===== src/rtl/ooo_cfg.svh =====
`ifndef OOO_CFG_SVH
`define OOO_CFG_SVH

// Datapath and register file
`define OOO_XLEN 32
`define OOO_NUM_REGS 16
`define OOO_REG_IDX_W 4

// Window sizes
`define OOO_ROB_DEPTH 8
`define OOO_ROB_IDX_W 3
`define OOO_RS_DEPTH 4

`endif

===== src/rtl/ooo_pkg.sv =====
`include "ooo_cfg.svh"

package ooo_pkg;

  typedef enum logic [2:0] {
    ALU_ADD = 3'd0,
    ALU_SUB = 3'd1,
    ALU_AND = 3'd2,
    ALU_OR  = 3'd3,
    ALU_XOR = 3'd4,
    ALU_SHL = 3'd5  // Shift by b[4:0]
  } alu_op_e;

  // Decoded instruction on the dispatch port
  typedef struct packed {
    alu_op_e                   op;
    logic [`OOO_REG_IDX_W-1:0] dst;
    logic [`OOO_REG_IDX_W-1:0] src1;
    logic [`OOO_REG_IDX_W-1:0] src2;
    logic                      use_imm;  // imm replaces src2
    logic [`OOO_XLEN-1:0]      imm;
  } dispatch_t;

  // Value when ready, producer tag otherwise
  typedef struct packed {
    logic                      ready;
    logic [`OOO_ROB_IDX_W-1:0] tag;
    logic [`OOO_XLEN-1:0]      value;
  } operand_t;

  typedef struct packed {
    alu_op_e                   op;
    logic [`OOO_XLEN-1:0]      a;
    logic [`OOO_XLEN-1:0]      b;
    logic [`OOO_ROB_IDX_W-1:0] tag;  // Destination ROB entry
  } issue_t;

  // Common data bus, one result per cycle
  typedef struct packed {
    logic                      valid;
    logic [`OOO_ROB_IDX_W-1:0] tag;
    logic [`OOO_XLEN-1:0]      value;
  } cdb_t;

  typedef struct packed {
    logic [`OOO_REG_IDX_W-1:0] dst;
    logic [`OOO_ROB_IDX_W-1:0] tag;
    logic [`OOO_XLEN-1:0]      value;
  } commit_t;

endpackage


===== src/rtl/ooo_core_top.sv =====
`timescale 1ns/1ns
`include "ooo_cfg.svh"

module ooo_core_top (
  input  logic               in_clk,
  input  logic               in_rst_n,
  input  logic               dispatch_valid,
  output logic               dispatch_ready,
  input  ooo_pkg::dispatch_t dispatch,
  output logic               commit_valid,
  input  logic               commit_ready,
  output ooo_pkg::commit_t   commit
);
  import ooo_pkg::*;

  logic                      dispatch_fire;
  logic                      commit_fire;
  logic [`OOO_ROB_IDX_W-1:0] alloc_tag;
  logic                      rob_free;
  logic                      rs_free;
  operand_t                  src1_raw;
  operand_t                  src2_raw;
  operand_t                  src1;
  operand_t                  src2;
  cdb_t                      cdb;
  logic                      issue_valid;
  issue_t                    issue;

  // Needs a slot in both windows
  assign dispatch_ready = rob_free && rs_free;
  assign dispatch_fire  = dispatch_valid && dispatch_ready;
  assign commit_fire    = commit_valid && commit_ready;

  rename_regfile u_regfile (
    .in_clk        (in_clk),
    .in_rst_n      (in_rst_n),
    .dispatch      (dispatch),
    .dispatch_fire (dispatch_fire),
    .alloc_tag     (alloc_tag),
    .src1_raw      (src1_raw),
    .src2_raw      (src2_raw),
    .commit_fire   (commit_fire),
    .commit        (commit)
  );

  reorder_buffer u_rob (
    .in_clk        (in_clk),
    .in_rst_n      (in_rst_n),
    .dispatch_fire (dispatch_fire),
    .dispatch      (dispatch),
    .src1_raw      (src1_raw),
    .src2_raw      (src2_raw),
    .src1          (src1),
    .src2          (src2),
    .alloc_tag     (alloc_tag),
    .rob_free      (rob_free),
    .cdb           (cdb),
    .commit_valid  (commit_valid),
    .commit        (commit),
    .commit_ready  (commit_ready)
  );

  reservation_station u_rs (
    .in_clk        (in_clk),
    .in_rst_n      (in_rst_n),
    .dispatch_fire (dispatch_fire),
    .op            (dispatch.op),
    .src1          (src1),
    .src2          (src2),
    .alloc_tag     (alloc_tag),
    .rs_free       (rs_free),
    .cdb           (cdb),
    .issue_valid   (issue_valid),
    .issue         (issue)
  );

  exec_alu u_alu (
    .in_clk      (in_clk),
    .in_rst_n    (in_rst_n),
    .issue_valid (issue_valid),
    .issue       (issue),
    .cdb         (cdb)
  );

endmodule


===== src/rtl/exec_alu.sv =====
`timescale 1ns/1ns
`include "ooo_cfg.svh"

module exec_alu (
  input  logic            in_clk,
  input  logic            in_rst_n,
  input  logic            issue_valid,
  input  ooo_pkg::issue_t issue,
  output ooo_pkg::cdb_t   cdb
);
  import ooo_pkg::*;

  logic [`OOO_XLEN-1:0]      result;
  logic                      cdb_valid;
  logic [`OOO_ROB_IDX_W-1:0] cdb_tag;
  logic [`OOO_XLEN-1:0]      cdb_value;

  always_comb begin
    case (issue.op)
      ALU_ADD: result = issue.a + issue.b;  // Wraps at XLEN
      ALU_SUB: result = issue.a - issue.b;
      ALU_AND: result = issue.a & issue.b;
      ALU_OR:  result = issue.a | issue.b;
      ALU_XOR: result = issue.a ^ issue.b;
      ALU_SHL: result = issue.a << issue.b[4:0];
      default: result = '0;
    endcase
  end

  always_ff @(posedge in_clk or negedge in_rst_n) begin
    if (!in_rst_n) begin
      cdb_valid <= 1'b0;
    end else begin
      cdb_valid <= issue_valid;  // One-cycle pulse per issue
    end
  end

  always_ff @(posedge in_clk) begin
    if (issue_valid) begin
      cdb_tag   <= issue.tag;
      cdb_value <= result;
    end
  end

  assign cdb = '{valid: cdb_valid, tag: cdb_tag, value: cdb_value};

endmodule


===== src/rtl/reservation_station.sv =====
`timescale 1ns/1ns
`include "ooo_cfg.svh"

module reservation_station (
  input  logic                      in_clk,
  input  logic                      in_rst_n,
  input  logic                      dispatch_fire,
  input  ooo_pkg::alu_op_e          op,
  input  ooo_pkg::operand_t         src1,
  input  ooo_pkg::operand_t         src2,
  input  logic [`OOO_ROB_IDX_W-1:0] alloc_tag,
  output logic                      rs_free,
  input  ooo_pkg::cdb_t             cdb,
  output logic                      issue_valid,
  output ooo_pkg::issue_t           issue
);
  import ooo_pkg::*;

  localparam int rs_idx_w = $clog2(`OOO_RS_DEPTH);

  logic [`OOO_RS_DEPTH-1:0]  ent_valid;
  alu_op_e                   ent_op [`OOO_RS_DEPTH];
  operand_t                  ent_a [`OOO_RS_DEPTH];
  operand_t                  ent_b [`OOO_RS_DEPTH];
  logic [`OOO_ROB_IDX_W-1:0] ent_tag [`OOO_RS_DEPTH];
  logic [rs_idx_w-1:0]       ent_age [`OOO_RS_DEPTH];  // Count of younger entries
  logic [rs_idx_w-1:0]       age_next [`OOO_RS_DEPTH];
  logic [`OOO_RS_DEPTH-1:0]  ent_ready;
  logic [rs_idx_w-1:0]       free_idx;
  logic [rs_idx_w-1:0]       sel_idx;

  // Lowest free slot
  always_comb begin
    rs_free  = 1'b0;
    free_idx = '0;
    for (int i = `OOO_RS_DEPTH - 1; i >= 0; i--) begin
      if (!ent_valid[i]) begin
        rs_free  = 1'b1;
        free_idx = rs_idx_w'(i);
      end
    end
  end

  always_comb begin
    for (int i = 0; i < `OOO_RS_DEPTH; i++) begin
      ent_ready[i] = ent_valid[i] && ent_a[i].ready && ent_b[i].ready;
    end
  end

  // Oldest ready entry wins
  always_comb begin
    issue_valid = 1'b0;
    sel_idx     = '0;
    for (int i = 0; i < `OOO_RS_DEPTH; i++) begin
      if (ent_ready[i] && (!issue_valid || (ent_age[i] > ent_age[sel_idx]))) begin
        issue_valid = 1'b1;
        sel_idx     = rs_idx_w'(i);
      end
    end
  end

  assign issue = '{op: ent_op[sel_idx], a: ent_a[sel_idx].value,
                   b: ent_b[sel_idx].value, tag: ent_tag[sel_idx]};

  // A new entry ages everyone and an issued one makes older entries one step younger
  always_comb begin
    for (int i = 0; i < `OOO_RS_DEPTH; i++) begin
      age_next[i] = ent_age[i];
      if (dispatch_fire) begin
        age_next[i] = age_next[i] + 1'b1;
      end
      if (issue_valid && (ent_age[i] > ent_age[sel_idx])) begin
        age_next[i] = age_next[i] - 1'b1;
      end
    end
  end

  always_ff @(posedge in_clk or negedge in_rst_n) begin
    if (!in_rst_n) begin
      ent_valid <= '0;
      for (int i = 0; i < `OOO_RS_DEPTH; i++) begin
        ent_age[i] <= '0;
      end
    end else begin
      for (int i = 0; i < `OOO_RS_DEPTH; i++) begin
        ent_age[i] <= age_next[i];
      end
      if (issue_valid) begin
        ent_valid[sel_idx] <= 1'b0;  // Freed on the issue edge
      end
      if (dispatch_fire) begin
        ent_valid[free_idx] <= 1'b1;
        ent_age[free_idx]   <= '0;
      end
    end
  end

  always_ff @(posedge in_clk) begin
    for (int i = 0; i < `OOO_RS_DEPTH; i++) begin
      if (cdb.valid && ent_valid[i] && !ent_a[i].ready && (ent_a[i].tag == cdb.tag)) begin
        ent_a[i].ready <= 1'b1;
        ent_a[i].value <= cdb.value;
      end
      if (cdb.valid && ent_valid[i] && !ent_b[i].ready && (ent_b[i].tag == cdb.tag)) begin
        ent_b[i].ready <= 1'b1;
        ent_b[i].value <= cdb.value;
      end
    end
    if (dispatch_fire) begin
      ent_op[free_idx]  <= op;
      ent_a[free_idx]   <= src1;
      ent_b[free_idx]   <= src2;
      ent_tag[free_idx] <= alloc_tag;
    end
  end

  // A ready operand always carries a known value
  a_issue_operands_ready: assert property (
    @(posedge in_clk) disable iff (!in_rst_n)
    issue_valid |-> !$isunknown({issue.a, issue.b})
  );

endmodule


===== src/rtl/reorder_buffer.sv =====
`timescale 1ns/1ns
`include "ooo_cfg.svh"

module reorder_buffer (
  input  logic                      in_clk,
  input  logic                      in_rst_n,
  input  logic                      dispatch_fire,
  input  ooo_pkg::dispatch_t        dispatch,
  input  ooo_pkg::operand_t         src1_raw,
  input  ooo_pkg::operand_t         src2_raw,
  output ooo_pkg::operand_t         src1,
  output ooo_pkg::operand_t         src2,
  output logic [`OOO_ROB_IDX_W-1:0] alloc_tag,
  output logic                      rob_free,
  input  ooo_pkg::cdb_t             cdb,
  output logic                      commit_valid,
  output ooo_pkg::commit_t          commit,
  input  logic                      commit_ready
);
  import ooo_pkg::*;

  localparam logic [`OOO_ROB_IDX_W:0] full_count = (`OOO_ROB_IDX_W + 1)'(`OOO_ROB_DEPTH);

  logic [`OOO_ROB_DEPTH-1:0] ent_valid;
  logic [`OOO_ROB_DEPTH-1:0] ent_done;  // Result captured from the bus
  logic [`OOO_REG_IDX_W-1:0] ent_dst [`OOO_ROB_DEPTH];
  logic [`OOO_XLEN-1:0]      ent_value [`OOO_ROB_DEPTH];

  logic [`OOO_ROB_IDX_W-1:0] head;
  logic [`OOO_ROB_IDX_W-1:0] tail;
  logic [`OOO_ROB_IDX_W:0]   count;
  logic                      head_hit;
  logic                      pop;

  // Fill in a pending operand from a finished entry or from this cycle's broadcast
  function automatic operand_t resolve(operand_t raw);
    operand_t res;
    res = raw;
    if (!raw.ready) begin
      if (ent_done[raw.tag]) begin
        res.ready = 1'b1;
        res.value = ent_value[raw.tag];
      end else if (cdb.valid && (cdb.tag == raw.tag)) begin
        res.ready = 1'b1;
        res.value = cdb.value;
      end
    end
    return res;
  endfunction

  always_comb begin
    src1 = resolve(src1_raw);
    if (dispatch.use_imm) begin
      src2 = '{ready: 1'b1, tag: '0, value: dispatch.imm};
    end else begin
      src2 = resolve(src2_raw);
    end
  end

  assign alloc_tag = tail;
  assign rob_free  = (count != full_count);

  // Head can retire in the same cycle its result is on the bus
  assign head_hit     = cdb.valid && (cdb.tag == head);
  assign commit_valid = ent_valid[head] && (ent_done[head] || head_hit);
  assign commit.dst   = ent_dst[head];
  assign commit.tag   = head;
  assign commit.value = ent_done[head] ? ent_value[head] : cdb.value;

  assign pop = commit_valid && commit_ready;

  always_ff @(posedge in_clk or negedge in_rst_n) begin
    if (!in_rst_n) begin
      ent_valid <= '0;
      ent_done  <= '0;
      head      <= '0;
      tail      <= '0;
      count     <= '0;
    end else begin
      if (cdb.valid) begin
        ent_done[cdb.tag] <= 1'b1;
      end
      if (dispatch_fire) begin
        ent_valid[tail] <= 1'b1;
        ent_done[tail]  <= 1'b0;
        tail            <= tail + 1'b1;  // Wraps at depth
      end
      if (pop) begin
        ent_valid[head] <= 1'b0;
        head            <= head + 1'b1;
      end
      case ({dispatch_fire, pop})
        2'b10:   count <= count + 1'b1;
        2'b01:   count <= count - 1'b1;
        default: count <= count;
      endcase
    end
  end

  always_ff @(posedge in_clk) begin
    if (dispatch_fire) begin
      ent_dst[tail] <= dispatch.dst;
    end
    if (cdb.valid) begin
      ent_value[cdb.tag] <= cdb.value;
    end
  end

  // The top must hold off dispatch while the window is full
  a_no_alloc_when_full: assert property (
    @(posedge in_clk) disable iff (!in_rst_n)
    dispatch_fire |-> (count != full_count)
  );

  // Each tag is broadcast exactly once, while its entry is live
  a_cdb_names_live_entry: assert property (
    @(posedge in_clk) disable iff (!in_rst_n)
    cdb.valid |-> (ent_valid[cdb.tag] && !ent_done[cdb.tag])
  );

endmodule


===== src/rtl/rename_regfile.sv =====
`timescale 1ns/1ns
`include "ooo_cfg.svh"

module rename_regfile (
  input  logic                      in_clk,
  input  logic                      in_rst_n,
  input  ooo_pkg::dispatch_t        dispatch,
  input  logic                      dispatch_fire,
  input  logic [`OOO_ROB_IDX_W-1:0] alloc_tag,
  output ooo_pkg::operand_t         src1_raw,
  output ooo_pkg::operand_t         src2_raw,
  input  logic                      commit_fire,
  input  ooo_pkg::commit_t          commit
);
  import ooo_pkg::*;

  logic [`OOO_XLEN-1:0]      reg_value [`OOO_NUM_REGS];
  logic [`OOO_NUM_REGS-1:0]  reg_busy;
  logic [`OOO_ROB_IDX_W-1:0] reg_tag [`OOO_NUM_REGS];
  logic                      rename_dst;
  logic                      commit_wr;
  logic                      commit_clear;

  // Committed value, or tag of the youngest in-flight producer
  function automatic operand_t lookup(logic [`OOO_REG_IDX_W-1:0] idx);
    operand_t res;
    res.ready = 1'b1;
    res.tag   = '0;
    res.value = '0;
    if (idx != '0) begin  // r0 is hardwired to zero
      if (reg_busy[idx]) begin
        res.ready = 1'b0;
        res.tag   = reg_tag[idx];
      end else begin
        res.value = reg_value[idx];
      end
    end
    return res;
  endfunction

  always_comb begin
    src1_raw = lookup(dispatch.src1);
    src2_raw = lookup(dispatch.src2);
  end

  assign rename_dst = dispatch_fire && (dispatch.dst != '0);
  assign commit_wr  = commit_fire && (commit.dst != '0);

  // Only the latest rename may release the register
  assign commit_clear = commit_wr && reg_busy[commit.dst] &&
                        (reg_tag[commit.dst] == commit.tag);

  always_ff @(posedge in_clk or negedge in_rst_n) begin
    if (!in_rst_n) begin
      reg_busy <= '0;
      for (int i = 0; i < `OOO_NUM_REGS; i++) begin
        reg_value[i] <= '0;
      end
    end else begin
      if (commit_wr) begin
        reg_value[commit.dst] <= commit.value;
      end
      if (commit_clear) begin
        reg_busy[commit.dst] <= 1'b0;
      end
      // Comes last so a same-edge rename keeps busy set
      if (rename_dst) begin
        reg_busy[dispatch.dst] <= 1'b1;
      end
    end
  end

  always_ff @(posedge in_clk) begin
    if (rename_dst) begin
      reg_tag[dispatch.dst] <= alloc_tag;
    end
  end

endmodule


===== config.mk =====
export PLATFORM = sky130hd
export DESIGN_NAME = ooo_core_top
export DESIGN_NICKNAME = d
export VERILOG_FILES = /design/src/rtl/ooo_pkg.sv /design/src/rtl/ooo_core_top.sv /design/src/rtl/exec_alu.sv /design/src/rtl/reservation_station.sv /design/src/rtl/reorder_buffer.sv /design/src/rtl/rename_regfile.sv
export VERILOG_INCLUDE_DIRS = /design/src /design/src/rtl
export SDC_FILE = /design/constraint.sdc
export NUM_CORES = 2
export LEC_CHECK = 0
export BUFFER_PORTS_ARGS = -buffer_cell sky130_fd_sc_hd__buf_2
export CORE_MARGIN = 2
export CORE_UTILIZATION = 45
export CTS_CLUSTER_DIAMETER = 50
export DETAILED_ROUTE_END_ITERATION = 10
export HOLD_SLACK_MARGIN = 0.15
export PLACE_DENSITY = 0.7
export SLEW_MARGIN = 10
export SYNTH_ARGS = -nofsm -noshare
export SYNTH_HDL_FRONTEND = slang
export SYNTH_HIERARCHICAL = 1
export SYNTH_SLANG_ARGS = --single-unit

===== constraint.sdc =====
create_clock -name in_clk -period 10.4 [get_ports in_clk]
set_input_delay 1.04 -clock in_clk [delete_from_list [all_inputs] [get_ports in_clk]]
set_output_delay 1.04 -clock in_clk [all_outputs]
set_load 0.01 [all_outputs]

# == Word-level counts from Yosys, hierarchy flattened ==
# Memories as Yosys holds them, arrays and structs flattened. A register that Yosys moved wholly into a read port is not among the register bits.
# Index checks and enable logic that the tools add are counted.
# totals
reg_bits,599
mem_bits_rw,648
output_inout_bits,41
elab_cells,329
memories,7
# mem_list
name,depth,width,rd,rd_ports_with_merged_regs,wr,line_no,source
u_rob.ent_value,8,32,3,0,1,reorder_buffer.sv:27,logic [`OOO_XLEN-1:0] ent_value [`OOO_ROB_DEPTH];
u_rs.ent_a,4,36,5,0,5,reservation_station.sv:23,operand_t ent_a [`OOO_RS_DEPTH];
u_rs.ent_b,4,36,5,0,5,reservation_station.sv:24,operand_t ent_b [`OOO_RS_DEPTH];
u_regfile.reg_tag,16,3,3,0,1,rename_regfile.sv:19,logic [`OOO_ROB_IDX_W-1:0] reg_tag [`OOO_NUM_REGS];
u_rob.ent_dst,8,4,1,0,1,reorder_buffer.sv:26,logic [`OOO_REG_IDX_W-1:0] ent_dst [`OOO_ROB_DEPTH];
u_rs.ent_op,4,3,1,0,1,reservation_station.sv:22,alu_op_e ent_op [`OOO_RS_DEPTH];
+1 memories,-,-,-,-,-,-,
# classes
addsub,14
order_cmp,34
n_eq_ne,20
shifts,1
mux,124
n_bitwise,24
n_reduce_logical,76
# ops
operator,n
$bwmux W512,1
$mux W32,14
$bmux W32 S4,2
$pmux W32 S6,1
$demux W32 S4,1
$mux W36,3
$logic_and A1 B1 Y1,55
$mux W1,51
$mux W2,21
$mux W8,5
$eq A3 B3 Y1,12
$add A32 B32 Y32,1
$and A32 B32 Y32,1
$mux W16,2
$or A32 B32 Y32,1
$shl A32 B5 Y32,1
$sub A32 B32 Y32,1
$xor A32 B32 Y32,1
$and A8 B8 Y8,3
$not A8 Y8,3
$lt A3 B4 Y1 const B,5
$lt A4 B5 Y1 const B,4
$and A16 B16 Y16,1
$mux W4,4
42 further kinds,99

# == Longest topological paths before layout ==
# An unclocked memory read counts as a cell.
# depth
ltp_word,33
ltp_mapped,46
depth_no_buf,37

# == By module ==
# Netlist, hierarchy kept.
# modules_own_cells
module,n_inst,cells_per_inst,area_each_um2,seq_area_each_um2
rename_regfile,1,2013,30840.8,14654.1
reorder_buffer,1,1325,18466.5,9298.9
reservation_station,1,1524,15265.9,9589.2
exec_alu,1,852,6947.9,1076.0
ooo_core_top,1,3,18.8,0.0

# == Worst setup path before layout ==
# Ideal clock, no wire load.
# synth_timing
path_type,register to register
startpoint,register u_rs/ent_age[7] (netlist bit)
endpoint,"register u_alu.cdb_value[31], data pin"
arrival_ns,8.939
required_ns,10.134
setup_slack_ns,1.195
stages_incl_launch_ff,47
n_path_buf,11
period_less_slack_ns,9.205
cell_sequence,dfrtp_1 > inv_1 > ha_1 > nor2b_1 > a2bb2oi_1 > o21a_1 > clkbuf_1 > clkbuf_1 > nand2_1 > o21ai_0 > ha_1 > nand2_1 > o21ai_1 > a21oi_1 > buf_2 > buf_1 > nor2_1 > nor2_1 > (+11 left out) > buf_2 > inv_1 > ha_1 > nand2_1 > or3_4 > nand2b_4 > or3_4 > o41ai_2 > xnor2_1 > ha_1 > clkbuf_1 > a21o_1 > a21o_1 > a21oi_1 > o22ai_1 > a211oi_1 > nor3_1 > or3b_1
# synth_lines
element,line_no,source
start: declaration,reservation_station.sv:26,logic [rs_idx_w-1:0] ent_age [`OOO_RS_DEPTH];
start signal: indexed assignment,reservation_station.sv:86,ent_age[i] <= age_next[i];
end signal: assignment,exec_alu.sv:41,cdb_value <= result;
end: declaration,exec_alu.sv:16,logic [`OOO_XLEN-1:0] cdb_value;

==> impl_metrics.prom <==
# TYPE chip_impl_metric gauge
chip_impl_info{name="run_status",value="complete, no violations"} 1
chip_impl_metric{name="h-tree-depth",unit=""} 4
chip_impl_metric{name="numClockSinks",unit=""} 1250
chip_impl_metric{name="initial_utilization",unit="%"} 45.2
chip_impl_metric{name="timing.clock.skew",unit="ns"} 0.0305
chip_impl_metric{name="timing.critical_path.required",unit="ns"} 10.92
chip_impl_info{name="tritoncts",value="built"} 1
chip_impl_metric{name="routed_wl",unit="µm"} 214000
chip_impl_metric{name="path_max_fanout",unit=""} 31
chip_impl_metric{name="grt.overflow.total",unit=""} 0
chip_impl_metric{name="port_buffers",unit=""} 92
chip_impl_metric{name="die_h",unit="µm"} 403
chip_impl_metric{name="final-max-slew-violation-count",unit=""} 0
chip_impl_metric{name="post_cts.repair.setup_buffers",unit=""} 0
chip_impl_metric{name="syn2layout_area_growth",unit="%"} 10.5
chip_impl_metric{name="min_tclk_post_route",unit="ns"} 9.23
chip_impl_metric{name="first_global_vias",unit=""} 49900
chip_impl_metric{name="grt_start_max_net_pins",unit=""} 174
chip_impl_metric{name="post_drt_via_cell_ratio",unit=""} 6.39
chip_impl_metric{name="finalHoldViolations",unit=""} 0
chip_impl_metric{name="seq_area_frac_synth",unit="%"} 48.4
chip_impl_metric{name="mean_post_synth_cell_area",unit="µm²"} 12.5
chip_impl_metric{name="slowest_delay",unit="ns"} 0.76
chip_impl_info{name="critical-path-top-cell-by-count",value="sky130_fd_sc_hd__ha_1"} 1
chip_impl_metric{name="final_layout_size_suffix_gt1_share",unit="%"} 27.9
chip_impl_metric{name="design.portCount",unit=""} 93
chip_impl_info{name="min_path_type",value="in2async"} 1
chip_impl_metric{name="floorplan.rows",unit=""} 146
chip_impl_metric{name="cts.path.max_buffers",unit=""} 3
chip_impl_info{name="clk_root_buffer_cell",value="sky130_fd_sc_hd__clkbuf_16"} 1
chip_impl_metric{name="ys_async_sr_fraction",unit="%"} 45.4
chip_impl_metric{name="detailroute.wirelength.met2",unit="µm"} 101000
chip_impl_metric{name="max_slew.worst_pin.slew",unit="ns"} 1.31
chip_impl_metric{name="first_pass_grt_wire_length",unit="µm"} 321000
chip_impl_info{name="timing.rr.end",value="u_alu/cdb_value[31]$_SDFFCE_PN0P_"} 1
chip_impl_metric{name="routed-wl-met3",unit="µm"} 19400
chip_impl_metric{name="fin_crit_sh",unit="%"} 88.7
chip_impl_metric{name="synth-edff-count",unit=""} 675
chip_impl_metric{name="slew-limit-headroom",unit="%"} 12.3
chip_impl_info{name="slowest_stage",value="sky130_fd_sc_hd__inv_1"} 1
chip_impl_metric{name="dp_hpwl",unit="µm"} 137000
chip_impl_metric{name="floorplan.die_area",unit="µm²"} 162000
chip_impl_metric{name="fin_nets",unit=""} 5819
chip_impl_metric{name="cts.hold.buffers_added",unit=""} 0
chip_impl_info{name="path_delay_family",value="compound AO/OA/AOI/OAI gates"} 1
chip_impl_metric{name="reg2reg_slack",unit="ns"} 1.17
chip_impl_info{name="setup.worst_path.class",value="reg2reg"} 1
chip_impl_metric{name="detail_route.iter0.violations",unit=""} 5771
chip_impl_metric{name="critPathArrivalTime",unit="ns"} 9.75
chip_impl_metric{name="finalSetupTns",unit="ns"} 0
chip_impl_metric{name="synth_cells",unit=""} 5717
chip_impl_metric{name="drt-pass1-iter-count",unit=""} 7
chip_impl_metric{name="die_x",unit="µm"} 403
chip_impl_info{name="rsz_0062_raised_after_global_routing",value="false"} 1
chip_impl_info{name="top_signal_layer_used",value="met4"} 1
chip_impl_metric{name="vias",unit=""} 50100
chip_impl_metric{name="drc_violations_left",unit=""} 0
chip_impl_metric{name="met1Wirelength",unit="µm"} 84700
chip_impl_metric{name="post_cts_resized",unit=""} 0
chip_impl_metric{name="synthDistinctLibCells",unit=""} 100
chip_impl_metric{name="maximum_clock_frequency",unit="GHz"} 0.108
chip_impl_info{name="cp-end-kind",value="flip-flop"} 1
chip_impl_info{name="regToRegStartpoint",value="u_rs/ent_age[7]$_DFF_PN0_"} 1
chip_impl_info{name="synth_ff_type",value="sky130_fd_sc_hd__edfxtp_1"} 1
chip_impl_metric{name="clk_latency",unit="ns"} 0.79
chip_impl_metric{name="core_area",unit="µm²"} 158000
chip_impl_metric{name="netlist_area",unit="µm²"} 71500
chip_impl_metric{name="finalWeightedCongestion",unit=""} 0.936
chip_impl_metric{name="yosys_register_bits",unit=""} 1250
chip_impl_metric{name="grt_antenna_before_repair",unit=""} 6
chip_impl_metric{name="yosys_warnings",unit=""} 6
chip_impl_metric{name="fill_cells",unit=""} 13400
chip_impl_metric{name="final-setup-viol-count",unit=""} 0
chip_impl_metric{name="clk_pin_slew_worst_paths",unit="ns"} 0.06
chip_impl_metric{name="maxCapViolCount",unit=""} 0
chip_impl_metric{name="cp_num_buf_inv",unit=""} 4
chip_impl_metric{name="num_cts_buffers",unit=""} 141
chip_impl_metric{name="routedWlPerCell",unit="µm"} 27.2
chip_impl_metric{name="grt_usage",unit="%"} 26.1
chip_impl_metric{name="timing.reg2reg.worst_path_depth",unit=""} 36
chip_impl_metric{name="drtAntennaViolNets",unit=""} 0
chip_impl_info{name="setup.worst_path.start_class",value="flip-flop"} 1
final cells by class:
cell class | count | area [µm²] | share of cell area [%]
inverter | 122 | 458 | 0.579
timing repair buffer | 276 | 1920 | 2.43
clock inverter | 65 | 734 | 0.929
clock buffer | 188 | 3880 | 4.91
multi-input combinational | 3863 | 34800 | 44.1
tap | 2072 | 2590 | 3.28
sequential | 1250 | 34600 | 43.8
antenna | 5 | 12.5 | 0.0158
flip-flops by register name, indices dropped and copies added, names as in the netlist, 3 cells and up:
signal and cells:
u_alu/cdb_tag 3, u_alu/cdb_value 32, u_regfile/reg_busy 16, u_regfile/reg_tag 48, u_regfile/reg_value 512, u_rob/alloc_tag 3
u_rob/count 4, u_rob/ent_done 8, u_rob/ent_dst 32, u_rob/ent_valid 8, u_rob/ent_value 256, u_rob/head 3
u_rs/ent_a 144, u_rs/ent_age 8, u_rs/ent_b 144, u_rs/ent_op 12, u_rs/ent_tag 12, u_rs/ent_valid 4
worst register-to-register path, delay by kind of cell (launching register included):
family | cells | cell delay, ns
compound gates | 14 | 2.94
xor+xnor | 1 | 0.13
fa+ha+maj | 4 | 1.27
buf+inv | 4 | 1.38
flops | 1 | 0.43
simple gates | 13 | 2.88
Yosys cell counts (9+ instances only):
library cell	count	share of area, %
sky130_fd_sc_hd__nor3_1	63	0.44
sky130_fd_sc_hd__nor2b_1	71	0.62
sky130_fd_sc_hd__or4_1	10	0.10
sky130_fd_sc_hd__xnor2_1	54	0.66
sky130_fd_sc_hd__mux4_2	473	15
sky130_fd_sc_hd__dfrtp_1	567	20
sky130_fd_sc_hd__a222oi_1	9	0.13
sky130_fd_sc_hd__o221ai_1	10	0.12
sky130_fd_sc_hd__or3_1	11	0.096
sky130_fd_sc_hd__o21ai_0	166	1.2
sky130_fd_sc_hd__o211ai_1	14	0.15
sky130_fd_sc_hd__a221oi_1	38	0.47
sky130_fd_sc_hd__buf_6	11	0.17
sky130_fd_sc_hd__buf_1	48	0.25
sky130_fd_sc_hd__a21o_1	25	0.26
sky130_fd_sc_hd__inv_1	119	0.62
sky130_fd_sc_hd__clkbuf_1	302	1.6
sky130_fd_sc_hd__nand2_1	883	4.6
sky130_fd_sc_hd__xor2_1	43	0.53
sky130_fd_sc_hd__o21ai_1	42	0.29
sky130_fd_sc_hd__ha_1	112	2.0
sky130_fd_sc_hd__mux2i_1	305	4.3
sky130_fd_sc_hd__and2_1	9	0.079
sky130_fd_sc_hd__nand2b_1	35	0.31
sky130_fd_sc_hd__and3_1	14	0.12
sky130_fd_sc_hd__o31ai_2	11	0.19
sky130_fd_sc_hd__buf_2	107	0.75
sky130_fd_sc_hd__o22a_1	12	0.15
sky130_fd_sc_hd__edfxtp_1	675	28
sky130_fd_sc_hd__o22ai_1	73	0.64
sky130_fd_sc_hd__nor2_1	230	1.2
sky130_fd_sc_hd__buf_4	15	0.16
sky130_fd_sc_hd__o31ai_1	26	0.27
sky130_fd_sc_hd__nand4_1	15	0.13
sky130_fd_sc_hd__a31oi_1	15	0.13
sky130_fd_sc_hd__a22oi_1	160	1.7
sky130_fd_sc_hd__nand3_1	34	0.24
sky130_fd_sc_hd__mux2_2	518	8.2
sky130_fd_sc_hd__a211oi_1	24	0.25
sky130_fd_sc_hd__a21oi_1	193	1.4
sky130_fd_sc_hd__o21bai_1	24	0.25
sky130_fd_sc_hd__a221oi_2	11	0.23
per-layer routing:
| metal | track usage [%] | vias to the layer above |
|---|---|---|
| met3 | 4.94 | 499 |
| met4 | 10.1 | 0 |
| met1 | 35.2 | 25500 |
| li1 | - | 21500 |
| met2 | 41.9 | 2554 |
| met5 | 0 | - |
worst max-delay path by stage:
stage | start | endpoint | slack, ns | cells past startpoint
CTS | u_rs/ent_age[7]$_DFF_PN0_ | u_alu/cdb_value[31]$_SDFFCE_PN0P_ | 1.23 | 34
global route | u_rs/ent_age[7]$_DFF_PN0_ | u_alu/cdb_value[31]$_SDFFCE_PN0P_ | 0.45 | 36
detailed placement | u_rs/ent_age[7]$_DFF_PN0_ | u_alu/cdb_value[31]$_SDFFCE_PN0P_ | 1.19 | 34
floorplan | u_rs/ent_age[7]$_DFF_PN0_ | u_alu/cdb_value[31]$_SDFFCE_PN0P_ | 1.19 | 46
global placement | u_rs/ent_age[7]$_DFF_PN0_ | u_alu/cdb_value[31]$_SDFFCE_PN0P_ | 1.23 | 34
finish | u_rs/ent_age[7]$_DFF_PN0_ | u_alu/cdb_value[31]$_SDFFCE_PN0P_ | 1.17 | 36
cells in the final DEF (no fill, tap or decap), types with 66 or more instances in the layout:
cell type                   synthesis  routed
sky130_fd_sc_hd__nand2_1          883     883
sky130_fd_sc_hd__edfxtp_1         675     675
sky130_fd_sc_hd__dfrtp_1          567     566
sky130_fd_sc_hd__mux2_2           518     518
sky130_fd_sc_hd__mux4_2           473     473
sky130_fd_sc_hd__mux2i_1          305     304
sky130_fd_sc_hd__nor2_1           230     209
sky130_fd_sc_hd__a21oi_1          193     187
sky130_fd_sc_hd__buf_4             15     183
sky130_fd_sc_hd__a22oi_1          160     159
sky130_fd_sc_hd__o21ai_0          166     152
sky130_fd_sc_hd__clkbuf_16          0     144
sky130_fd_sc_hd__inv_1            119     116
sky130_fd_sc_hd__ha_1             112     112
sky130_fd_sc_hd__buf_2            107      86
sky130_fd_sc_hd__o22ai_1           73      73
sky130_fd_sc_hd__nor2b_1           71      66
cell families after synthesis:
group	count (synthesis)	share of synthesized area (%)
compound gates	919	8.61
xor+xnor	97	1.19
fa+ha+maj	113	1.99
buf+inv	606	3.56
flops	1250	48.4
mux	1305	27.6
other cells	1	0.00524
simple gates	1426	8.64
stage by stage:
| step | utilization [%] | cells | instance area, µm² | hold slack, ns | setup slack [ns] |
|---|---|---|---|---|---|
| final | 50.0 | 7841 | 79000 | 0.310 | 1.17 |
| after global routing | 50.0 | 7838 | 79000 | 0.329 | 0.447 |
| after CTS | 49.9 | 7836 | 79000 | 0.312 | 1.23 |
| after detailed placement | 47.0 | 7583 | 74400 | 0.383 | 1.19 |
| after global placement | 47.0 | 7583 | 74400 | 0.376 | 1.23 |
| after floorplan | - | 5719 | 71500 | 0.434 | 1.19 |
Power is not shown: default switching activity piles up to over one toggle a cycle in this logic, so the estimate is an artifact.
